## src/fetch_pkg.sv

```systemverilog
package fetch_pkg;

    // one address or instruction word
    typedef logic [31:0] word_t;

    // reset vector and exception entry
    localparam word_t RESET_PC = 32'hbfc0_0000;
    localparam word_t TRAP_ENTRY = 32'hbfc0_0380;

    // one fetch is two instructions wide
    localparam word_t FETCH_BYTES = 32'd8;
    localparam word_t INSTR_BYTES = 32'd4;

    // instruction bus request, valid is a plain level
    typedef struct packed {
        logic valid;
        word_t addr;
    } ibus_req_t;

    // instruction bus response
    // low word of data sits at the lower address
    typedef struct packed {
        logic addr_ok;
        logic [63:0] data;
    } ibus_resp_t;

    // redirect pulses from the later stages
    typedef struct packed {
        logic trap;
        logic eret;
        logic branch_taken;
        word_t branch_target;
        word_t epc;
    } redirect_t;

    // one fetched instruction
    typedef struct packed {
        logic valid;
        word_t pc;
        word_t instr;
        logic bad_vaddr;
    } fetch_slot_t;

    // slot 0 is the older one at pc, slot 1 at pc+4
    typedef fetch_slot_t [1:0] fetch_pair_t;

    // pending redirect kept while the pc stage cannot move
    typedef enum logic [1:0] {
        HOLD_NONE,
        HOLD_TRAP,
        HOLD_BRANCH
    } hold_state_e;

endpackage
```

## src/fetch_unit.sv

```systemverilog
`timescale 1ns/1ps

module fetch_unit (
    input  logic                   clk,
    input  logic                   reset,
    output fetch_pkg::ibus_req_t   ireq,
    input  fetch_pkg::ibus_resp_t  iresp,
    input  fetch_pkg::redirect_t   redirect,
    input  logic                   stall,
    output fetch_pkg::fetch_pair_t out_pair
);

    // pc stage
    fetch_pkg::word_t pc_selected;
    logic pc_bad;

    // pending redirect
    logic held_valid;
    fetch_pkg::word_t held_pc;

    // stage control
    logic p_advance;
    logic flush_f;

    pc_gen u_pc_gen (
        .clk         (clk),
        .reset       (reset),
        .redirect    (redirect),
        .held_valid  (held_valid),
        .held_pc     (held_pc),
        .p_advance   (p_advance),
        .pc_selected (pc_selected),
        .ireq        (ireq),
        .pc_bad      (pc_bad)
    );

    redirect_hold u_redirect_hold (
        .clk         (clk),
        .reset       (reset),
        .redirect    (redirect),
        .pc_selected (pc_selected),
        .p_advance   (p_advance),
        .held_valid  (held_valid),
        .held_pc     (held_pc)
    );

    fetch_hazard u_fetch_hazard (
        .redirect   (redirect),
        .held_valid (held_valid),
        .stall      (stall),
        .ireq       (ireq),
        .addr_ok    (iresp.addr_ok),
        .p_advance  (p_advance),
        .flush_f    (flush_f)
    );

    // fetch stage takes the pc register directly
    instr_buffer u_instr_buffer (
        .clk       (clk),
        .reset     (reset),
        .pc        (ireq.addr),
        .pc_bad    (pc_bad),
        .p_advance (p_advance),
        .flush_f   (flush_f),
        .stall     (stall),
        .data      (iresp.data),
        .out_pair  (out_pair)
    );

endmodule

```

## src/instr_buffer.sv

```systemverilog
`timescale 1ns/1ps

module instr_buffer (
    input  logic                   clk,
    input  logic                   reset,
    input  fetch_pkg::word_t       pc,
    input  logic                   pc_bad,
    input  logic                   p_advance,
    input  logic                   flush_f,
    input  logic                   stall,
    input  logic [63:0]            data,
    output fetch_pkg::fetch_pair_t out_pair
);

    // fetch stage contents
    typedef struct packed {
        logic valid;
        fetch_pkg::word_t pc;
        logic bad;
    } fstage_t;

    fstage_t fs;
    logic saved;
    logic [63:0] save_data;
    logic [63:0] use_data;
    logic save_now;
    fetch_pkg::fetch_pair_t pair_nxt;

    // fetch stage, one register behind the pc
    always_ff @(posedge clk) begin
        if (reset) begin
            fs.valid <= 1'b0;
        end else if (!stall) begin
            // bubble when the bus did not take it or a redirect is pending
            fs.valid <= p_advance && !flush_f;
            fs.pc <= pc;
            fs.bad <= pc_bad;
        end
    end

    // bus data lasts one cycle only,
    // so grab it on the first stalled cycle
    assign save_now = stall && fs.valid && !saved;

    always_ff @(posedge clk) begin
        if (reset) begin
            saved <= 1'b0;
        end else if (save_now) begin
            saved <= 1'b1;
        end else if (!stall) begin
            // stage moves on this edge
            saved <= 1'b0;
        end
    end

    always_ff @(posedge clk) begin
        if (save_now) begin
            save_data <= data;
        end
    end

    assign use_data = saved ? save_data : data;

    // split into two slots
    always_comb begin
        pair_nxt[0].valid = fs.valid;
        pair_nxt[0].pc = fs.pc;
        pair_nxt[0].bad_vaddr = fs.bad;
        pair_nxt[0].instr = fs.bad ? '0 : use_data[31:0];

        pair_nxt[1].valid = fs.valid;
        pair_nxt[1].pc = fs.pc + fetch_pkg::INSTR_BYTES;
        // both slots carry the bad flag of the fetch
        pair_nxt[1].bad_vaddr = fs.bad;
        pair_nxt[1].instr = fs.bad ? '0 : use_data[63:32];
    end

    // output pair, frozen under stall
    always_ff @(posedge clk) begin
        if (reset) begin
            out_pair[0].valid <= 1'b0;
            out_pair[1].valid <= 1'b0;
        end else if (!stall) begin
            out_pair <= pair_nxt;
        end
    end

    // saved copy is dropped on the edge the stall ends
    a_saved_only_in_stall: assert property (@(posedge clk) disable iff (reset)
        !stall |=> !saved);

endmodule

```

## src/fetch_hazard.sv

```systemverilog
`timescale 1ns/1ps

module fetch_hazard (
    input  fetch_pkg::redirect_t redirect,
    input  logic                 held_valid,
    input  logic                 stall,
    input  fetch_pkg::ibus_req_t ireq,
    input  logic                 addr_ok,
    output logic                 p_advance,
    output logic                 flush_f
);

    logic bus_wait;

    // request out but not taken yet
    assign bus_wait = ireq.valid && !addr_ok;

    // pc moves only when the bus took the address
    // and nothing downstream is stuck
    // bad-address fetch has no request, so it never waits on the bus
    assign p_advance = !stall && !bus_wait;

    // the fetch leaving the pc stage is on the wrong path
    // for any new or still pending redirect
    assign flush_f = redirect.trap
        || redirect.eret
        || redirect.branch_taken
        || held_valid;

    // stall must freeze the pc stage
    a_no_advance_in_stall: assert final (!(p_advance && stall))
        else $error("pc stage advanced during stall");

endmodule

```

## src/pc_gen.sv

```systemverilog
`timescale 1ns/1ps

module pc_gen (
    input  logic                 clk,
    input  logic                 reset,
    input  fetch_pkg::redirect_t redirect,
    input  logic                 held_valid,
    input  fetch_pkg::word_t     held_pc,
    input  logic                 p_advance,
    output fetch_pkg::word_t     pc_selected,
    output fetch_pkg::ibus_req_t ireq,
    output logic                 pc_bad
);

    fetch_pkg::word_t pc;
    fetch_pkg::word_t pc_succ;
    fetch_pkg::word_t pc_nxt;

    // sequential fetch steps over both slots
    assign pc_succ = pc + fetch_pkg::FETCH_BYTES;

    // trap, then eret, then branch, then fall through
    always_comb begin
        if (redirect.trap) begin
            pc_selected = fetch_pkg::TRAP_ENTRY;
        end else if (redirect.eret) begin
            pc_selected = redirect.epc;
        end else if (redirect.branch_taken) begin
            pc_selected = redirect.branch_target;
        end else begin
            pc_selected = pc_succ;
        end
    end

    // target remembered during a stall wins
    assign pc_nxt = held_valid ? held_pc : pc_selected;

    always_ff @(posedge clk) begin
        if (reset) begin
            pc <= fetch_pkg::RESET_PC;
        end else if (p_advance) begin
            pc <= pc_nxt;
        end
    end

    // misaligned pc sends no request
    assign pc_bad = |pc[1:0];
    assign ireq.valid = !pc_bad;
    assign ireq.addr = pc;

endmodule

```

## src/redirect_hold.sv

```systemverilog
`timescale 1ns/1ps

module redirect_hold (
    input  logic                 clk,
    input  logic                 reset,
    input  fetch_pkg::redirect_t redirect,
    input  fetch_pkg::word_t     pc_selected,
    input  logic                 p_advance,
    output logic                 held_valid,
    output fetch_pkg::word_t     held_pc
);

    fetch_pkg::hold_state_e state;
    fetch_pkg::hold_state_e state_nxt;
    fetch_pkg::word_t saved_pc;
    logic exc;
    logic any_redirect;
    logic capture;

    // trap and eret share the higher-priority hold
    assign exc = redirect.trap || redirect.eret;
    assign any_redirect = exc || redirect.branch_taken;

    // a branch cannot displace a held trap target
    assign capture = !p_advance
        && (exc || (redirect.branch_taken && state != fetch_pkg::HOLD_TRAP));

    always_comb begin
        state_nxt = state;
        if (p_advance) begin
            // target goes into the pc on this edge
            state_nxt = fetch_pkg::HOLD_NONE;
        end else if (exc) begin
            state_nxt = fetch_pkg::HOLD_TRAP;
        end else if (redirect.branch_taken && state != fetch_pkg::HOLD_TRAP) begin
            state_nxt = fetch_pkg::HOLD_BRANCH;
        end
    end

    always_ff @(posedge clk) begin
        if (reset) begin
            state <= fetch_pkg::HOLD_NONE;
        end else begin
            state <= state_nxt;
        end
    end

    // pc_selected already carries the redirect priority
    always_ff @(posedge clk) begin
        if (capture) begin
            saved_pc <= pc_selected;
        end
    end

    // a fresh redirect in the same cycle beats a held branch,
    // pc_gen then picks it up through pc_selected
    assign held_valid = (state == fetch_pkg::HOLD_TRAP)
        || (state == fetch_pkg::HOLD_BRANCH && !any_redirect);
    assign held_pc = saved_pc;

    // hold ends on the first advancing edge
    a_hold_released: assert property (@(posedge clk) disable iff (reset)
        p_advance |=> state == fetch_pkg::HOLD_NONE);

    a_trap_not_replaced: assert property (@(posedge clk) disable iff (reset)
        state == fetch_pkg::HOLD_TRAP |=> state != fetch_pkg::HOLD_BRANCH);

endmodule

```

## config.mk

```make
export PLATFORM = sky130hd
export DESIGN_NAME = fetch_unit
export DESIGN_NICKNAME = d
export VERILOG_FILES = /design/src/fetch_pkg.sv /design/src/fetch_unit.sv /design/src/instr_buffer.sv /design/src/fetch_hazard.sv /design/src/pc_gen.sv /design/src/redirect_hold.sv
export SDC_FILE = /design/constraint.sdc
export NUM_CORES = 1
export LEC_CHECK = 0
export BUFFER_PORTS_ARGS = -buffer_cell sky130_fd_sc_hd__buf_2
export CORE_AREA = 2 2 160 162
export DETAILED_ROUTE_END_ITERATION = 16
export DIE_AREA = 0 0 162 164
export GPL_TIMING_DRIVEN = 0
export PLACE_DENSITY = 0.75
export SETUP_SLACK_MARGIN = 0.5
export SLEW_MARGIN = 25
export SYNTH_ARGS = -nofsm -noshare
export SYNTH_HDL_FRONTEND = slang
export SYNTH_SLANG_ARGS = --single-unit
```

## constraint.sdc

```tcl
create_clock -name clk -period 12.55 [get_ports clk]
set_clock_uncertainty 0.2 [all_clocks]
set_input_delay 2.51 -clock clk [delete_from_list [all_inputs] [get_ports clk]]
set_output_delay 2.51 -clock clk [all_outputs]
set_load 0.02 [all_outputs]
```

==> results.json, run 1 <==
{
  "synth_cell_types": 62,
  "die_area_um2": 26600,
  "maxSlewHeadroom_pct": 33.2,
  "clkSlewWorstSetupHoldPaths_ns": 0.06,
  "grt_max_degree": 27,
  "start_util_pct": 49.1,
  "hold_path.class": "flip-flop to flip-flop",
  "wl_per_cell_um": 19.8,
  "critPathLaunchType": "input pin",
  "final_antenna_net_count": 0,
  "cap_violations": 0,
  "synth_seq_cells": 293,
  "required_ns": 12.78,
  "antenna_found_initial": 1,
  "synthCells": 910,
  "yosysTopAreaCellShare_pct": 63.1,
  "place_area_um2": 14400,
  "holdBufCountCts": 0,
  "ys_warn_count": 0,
  "cts_buffers": 29,
  "core_um2": 24800,
  "synthesis.area_per_instance_um2": 13.4,
  "cp_max_fo": 10,
  "fin_nets": 1383,
  "setup_slack_ns": 8.00,
  "min_from": "u_instr_buffer.fs[1]$_DFFE_PP_",
  "crit_path_start": "redirect[64]",
  "synth_fp_nets": 1047,
  "pwr-share-seq_pct": 52.7,
  "clk_latency_ns": 0.54,
  "ctsResizeCount": 0,
  "post_cts_buffers": 0,
  "combinationalPowerShare_pct": 9.6,
  "power.switching_mw": 0.506,
  "crit_path_end_kind": "flip-flop",
  "dp.final_hpwl_mm": 23.2,
  "crit_arrival_ns": 4.78,
  "yosysTopAreaCell": "edfxtp_1",
  "grt_pass1_vias": 8502,
  "gp_congestion": 0.921,
  "status": "finished, final reports clean",
  "powerDensity_nw_per_um2": 141,
  "synthArstFlopShare_pct": 0,
  "power.clock.fraction_pct": 37.6,
  "synth_top_flop_cell": "edfxtp_1",
  "p_sw_share_pct": 23.4,
  "final.setup.tns_ns": 0,
  "yosysSeqAreaShare_pct": 69.2,
  "stdcell_area_um2": 15300,
  "critical_path_class": "input pin to flip-flop",
  "drive_above_1_share_pct": 29.8,
  "hold_ws_ns": 0.219,
  "vias_per_cell": 5.52,
  "worst_ir_drop_vdd_mv": 0.0938,
  "hold_viol_final": 0,
  "rsz0062_at_grt": "no",
  "portBuffers": 294,
  "intPower_mw": 1.65,
  "cts_max_level": 1,
  "area_growth_pct": 25.4,
  "rows": 58,
  "final_common_cell": "buf_2",
  "mostFrequentLayoutCells": "buf_2, edfxtp_1, nor2_1",
  "slew_viol_final": 0,
  "via_count": 8831,
  "worst_pin_slew_ns": 0.999,
  "grtUsageTotal_pct": 23.1,
  "drt-initial-drc-count": 1059,
  "fmax_ghz": 0.220,
  "dp_slack_ns": 7.53,
  "r2r_start": "u_instr_buffer.fs[5]$_DFFE_PP_",
  "dr.pass1.iters": 5,
  "cts_tree": "built",
  "cts_sinks": 293,
  "min_period_ns": 4.55,
  "grt_overflow": 0,
  "die_y_um": 164,
  "ios": 300,
  "clockRootBuffer": "clkbuf_16",
  "fp.dieW_um": 162,
  "drc": 0,
  "synth_edf_count": 256,
  "leakagePower_nw": 5.68,
  "fin_crit_sh_pct": 36.3,
  "clk_path_buf_depth": 3,
  "grt_pass1_wl_mm": 47.6,
  "synth_area_leaders": "edfxtp_1, dfxtp_1, mux2i_1",
  "finalSetupViolations": 0,
  "routed_wirelength_mm": 31.6,
  "synthesis.area_um2": 12200
}
Yosys cell counts, types with 10 or more instances:
library cell,n
edfxtp_1,256
nor2_1,124
mux2i_1,72
nand2_1,64
dfxtp_1,37
clkbuf_1,30
o21ai_0,30
xnor2_1,29
a21oi_1,28
nand3_1,26
nor3_1,18
nand4_1,15
xor2_1,13
a31oi_1,11
buf_1,10
inv_1,10
worst max-delay path: stages:
cell	delay, ns
buf_2	0.28
clkinv_1	0.38
nor2_1	0.88
a22o_1	0.26
a21oi_1	0.07
o41ai_1	0.40
stage by stage:
stage / utilization [%] / instances / power [mW]
after floorplan: - / 910 / 1.27
after global placement: 56.7 / 1534 / 1.36
after detailed placement: 58.0 / 1545 / 1.37
after CTS: 61.6 / 1597 / 2.18
after global routing: 61.6 / 1598 / 2.23
final: 61.6 / 1599 / 2.16
cells by family (layout without fill, tap and decap cells):
logic type               Yosys count  in the layout  synth area share, %
multiplexers                      77             77                 6.38
XOR/XNOR                          42             42                 3.02
buffers and inverters             66            423                 2.26
AND/OR/NAND/NOR                  289            289                 11.1
adder cells (fa/ha/maj)            2              2                0.205
other                              0              2                    0
flip-flops                       293            293                 69.2
AO/OA/AOI/OAI                    141            141                 7.94
sequential cells by signal (all words and copies together), names as in the netlist:
| register | count |
|---|---|
| u_pc_gen.pc | 32 |
| u_instr_buffer.save_data | 64 |
| u_redirect_hold.state | 2 |
| u_instr_buffer.fs | 34 |
| u_instr_buffer.out_pair | 128 |
| u_instr_buffer.saved | 1 |
| u_redirect_hold.held_pc | 32 |
power groups by stage:
| stage | clock network, mW | registers [mW] | logic (mW) |
|---|---|---|---|
| after global routing | 0.863 | 1.14 | 0.225 |
| after detailed placement | 0 | 1.16 | 0.206 |
| after floorplan | 0 | 1.19 | 0.0863 |
| after global placement | 0 | 1.17 | 0.191 |
| after CTS | 0.829 | 1.14 | 0.207 |
| final | 0.814 | 1.14 | 0.208 |
worst paths after layout:
kind	endpoint	slack, ns	cells past startpoint
hold / removal	u_instr_buffer.out_pair[99]$_DFFE_PP_	0.22	0
hold reg to reg	u_instr_buffer.out_pair[99]$_DFFE_PP_	0.22	0
setup reg to reg	u_instr_buffer.out_pair[130]$_DFFE_PP_	9.66	6
setup / recovery	u_pc_gen.pc[12]$_SDFFE_PP0P_	8.00	6
layer usage:
| layer | share of wire, % | GRT usage [%] |
|---|---|---|
| met1 | 40 | 30.0 |
| met2 | 48 | 39.5 |
| met3 | 9.6 | 4.34 |
| met4 | 2.7 | 7.32 |
| met5 | 0 | 0 |
area by class of cell:
| type | instances | area (um^2) |
|---|---|---|
| diodes | 2 | 5.00 |
| plain buffers | 54 | 230 |
| clock buffers | 40 | 777 |
| clock inverters | 12 | 106 |
| fillers | 1985 | 9530 |
| inverters | 12 | 45.0 |
| multi-input cells | 551 | 3520 |
| flip-flops and latches | 293 | 8430 |
| well taps | 330 | 413 |
| repair buffers | 305 | 1770 |
Power figures use the tool's default switching activity.
==> run 2, diff against run 1 <==
clock period = 4.2 ns   (was 12.55 ns; I/O delays follow)
==> run 2 against run 1 <==
Against the previous run:
- clock power increased to 3.3 times the previous value
- non-clock buffer count unchanged
- first-iteration DRC count decreased by 24%
- count of clock-buffer cells in the layout decreased by 7
==> results.json, run 2 (synthesized netlist as in run 1, its figures left out) <==
{
  "use_met1_pct": 30.4,
  "clk_latency_ns": 0.54,
  "die_y_um": 164,
  "cp_common_cell": "clkbuf_1",
  "slew_viol_final": 0,
  "largest_register_ffs": 128,
  "start_util_pct": 49.1,
  "ctsResizeCount": 0,
  "fin_crit_sh_pct": 74.9,
  "busiest_layer": "met2",
  "power_mw": 6.71,
  "core_um2": 24800,
  "final_antenna_net_count": 0,
  "crit_path_end_kind": "flip-flop",
  "cts_buffers": 29,
  "cts_max_level": 1,
  "via_count": 8797,
  "clk_path_buf_depth": 3,
  "crit_arrival_ns": 3.18,
  "wl_per_cell_um": 20.2,
  "fin_nets": 1383,
  "holdBufCountCts": 0,
  "rows": 58,
  "ff2ff_path_depth": 7,
  "vias_per_cell": 5.50,
  "dp.final_hpwl_mm": 23.5,
  "cpLargestDelayFamily": "buffers and inverters",
  "status": "finished, final reports clean",
  "crit_chain": "or2_2 -> inv_1 -> a21oi_1 -> clkbuf_1 -> clkbuf_1 -> a21oi_4 -> buf_8",
  "grt_max_degree": 28,
  "cap_violations": 0,
  "powerDensity_nw_per_um2": 435,
  "top_regs": "u_instr_buffer.out_pair (128), u_instr_buffer.save_data (64), u_instr_buffer.fs (34)",
  "mostFrequentLayoutCells": "buf_2, edfxtp_1, nor2_1",
  "reg2reg_to": "u_redirect_hold.held_pc[13]$_DFFE_PP_",
  "dr.pass1.iters": 5,
  "worstHoldPathCells": 0,
  "portBuffers": 294,
  "drc": 0,
  "clockRootBuffer": "clkbuf_16",
  "cts_tree": "built",
  "ios": 300,
  "die_area_um2": 26600,
  "maxSlewHeadroom_pct": 38.7,
  "critPathSlowestCell": "a21oi_4",
  "grt_overflow": 0,
  "final_common_cell": "buf_2",
  "rsz0062_at_grt": "no",
  "grtUsageMet2_pct": 40.4,
  "drt-initial-drc-count": 805,
  "gp_congestion": 0.887,
  "fmax_ghz": 0.318,
  "cp_max_fo": 18,
  "antenna_found_initial": 1,
  "whs_endpoint": "u_instr_buffer.out_pair[99]$_DFFE_PP_",
  "utilization_pct": 62.1,
  "worst_ir_drop_vdd_mv": 0.256,
  "critPathLaunchType": "flip-flop",
  "hold_viol_final": 0,
  "use_met3_pct": 4.14,
  "routed_wirelength_mm": 32.2,
  "hold_path.class": "flip-flop to flip-flop",
  "cts_sinks": 293,
  "r2r_start": "u_pc_gen.pc[0]$_SDFFE_PP0P_",
  "worst_pin_slew_ns": 0.916,
  "finalSetupViolations": 0,
  "top_register": "u_instr_buffer.out_pair",
  "leakagePower_nw": 5.73,
  "critical_path_class": "flip-flop to flip-flop",
  "grtUsageTotal_pct": 23.4,
  "min_period_ns": 3.15,
  "fp.dieW_um": 162,
  "grt_pass1_wl_mm": 47.9,
  "worst-r2r-setup-slack_ns": 1.05,
  "required_ns": 4.23,
  "post_cts_buffers": 0,
  "min_from": "u_instr_buffer.fs[1]$_DFFE_PP_",
  "grt_pass1_vias": 8433,
  "post-place-cells": 1545,
  "clkSlewWorstSetupHoldPaths_ns": 0.06,
  "cp_num_buf_inv": 4,
  "area_growth_pct": 26.5,
  "drive_above_1_share_pct": 30.5,
  "finalNonFillerCells": 1599,
  "max_stage_delay_ns": 0.67,
  "nFillCells": 1958
}
## run 2: report_power, final
part,internal (mW),total (mW),switching [mW],leakage [nW]
combinational,0.229,0.628,0.399,2.54
clock,1.59,2.68,1.08,0.477
sequential,3.31,3.40,0.0932,2.71
## run 2: worst max-delay path by stage
stage / startpoint / to / slack (ns) / cells after the start
3_3_place_gp: reset / u_instr_buffer.fs[32]$_DFFE_PP_ / -0.93 / 3
3_5_place_dp: stall / u_redirect_hold.held_pc[29]$_DFFE_PP_ / 0.79 / 6
4_1_cts: u_pc_gen.pc[0]$_SDFFE_PP0P_ / u_redirect_hold.held_pc[8]$_DFFE_PP_ / 1.10 / 7
2_1_floorplan: reset / u_instr_buffer.fs[0]$_DFFE_PP_ / 0.09 / 3
6_report: u_pc_gen.pc[0]$_SDFFE_PP0P_ / u_redirect_hold.held_pc[13]$_DFFE_PP_ / 1.05 / 7
5_1_grt: u_pc_gen.pc[1]$_SDFFE_PP0P_ / u_redirect_hold.held_pc[8]$_DFFE_PP_ / 0.92 / 7
## run 2: cell type report
cell class	count	area, um^2	area share [%]
antenna	1	2.50	0.0162
buffer	54	262	1.70
clock buffer	33	751	4.87
clock inverter	20	239	1.55
inverter	12	45.0	0.292
multi-input combinational	551	3520	22.8
sequential	293	8430	54.7
tap	330	413	2.68
timing repair buffer	305	1760	11.4
## run 2: routing by layer
metal	share of wire (%)	wire, um
met5	0	0
met1	39	12700
met3	9.8	3150
met4	2.5	801
met2	48	15600
## run 2: per-stage QoR
| stage | hold WS [ns] | instance area (um^2) | setup slack, ns | setup TNS, ns |
|---|---|---|---|---|
| after global placement | 0.201 | 14100 | -0.930 | -166.98 |
| after CTS | 0.221 | 15400 | 1.10 | 0 |
| after global routing | 0.225 | 15400 | 0.919 | 0 |
| final | 0.221 | 15400 | 1.05 | 0 |
| after detailed placement | 0.206 | 14400 | 0.795 | 0 |
| after floorplan | 0.200 | 12200 | 0.0855 | 0 |
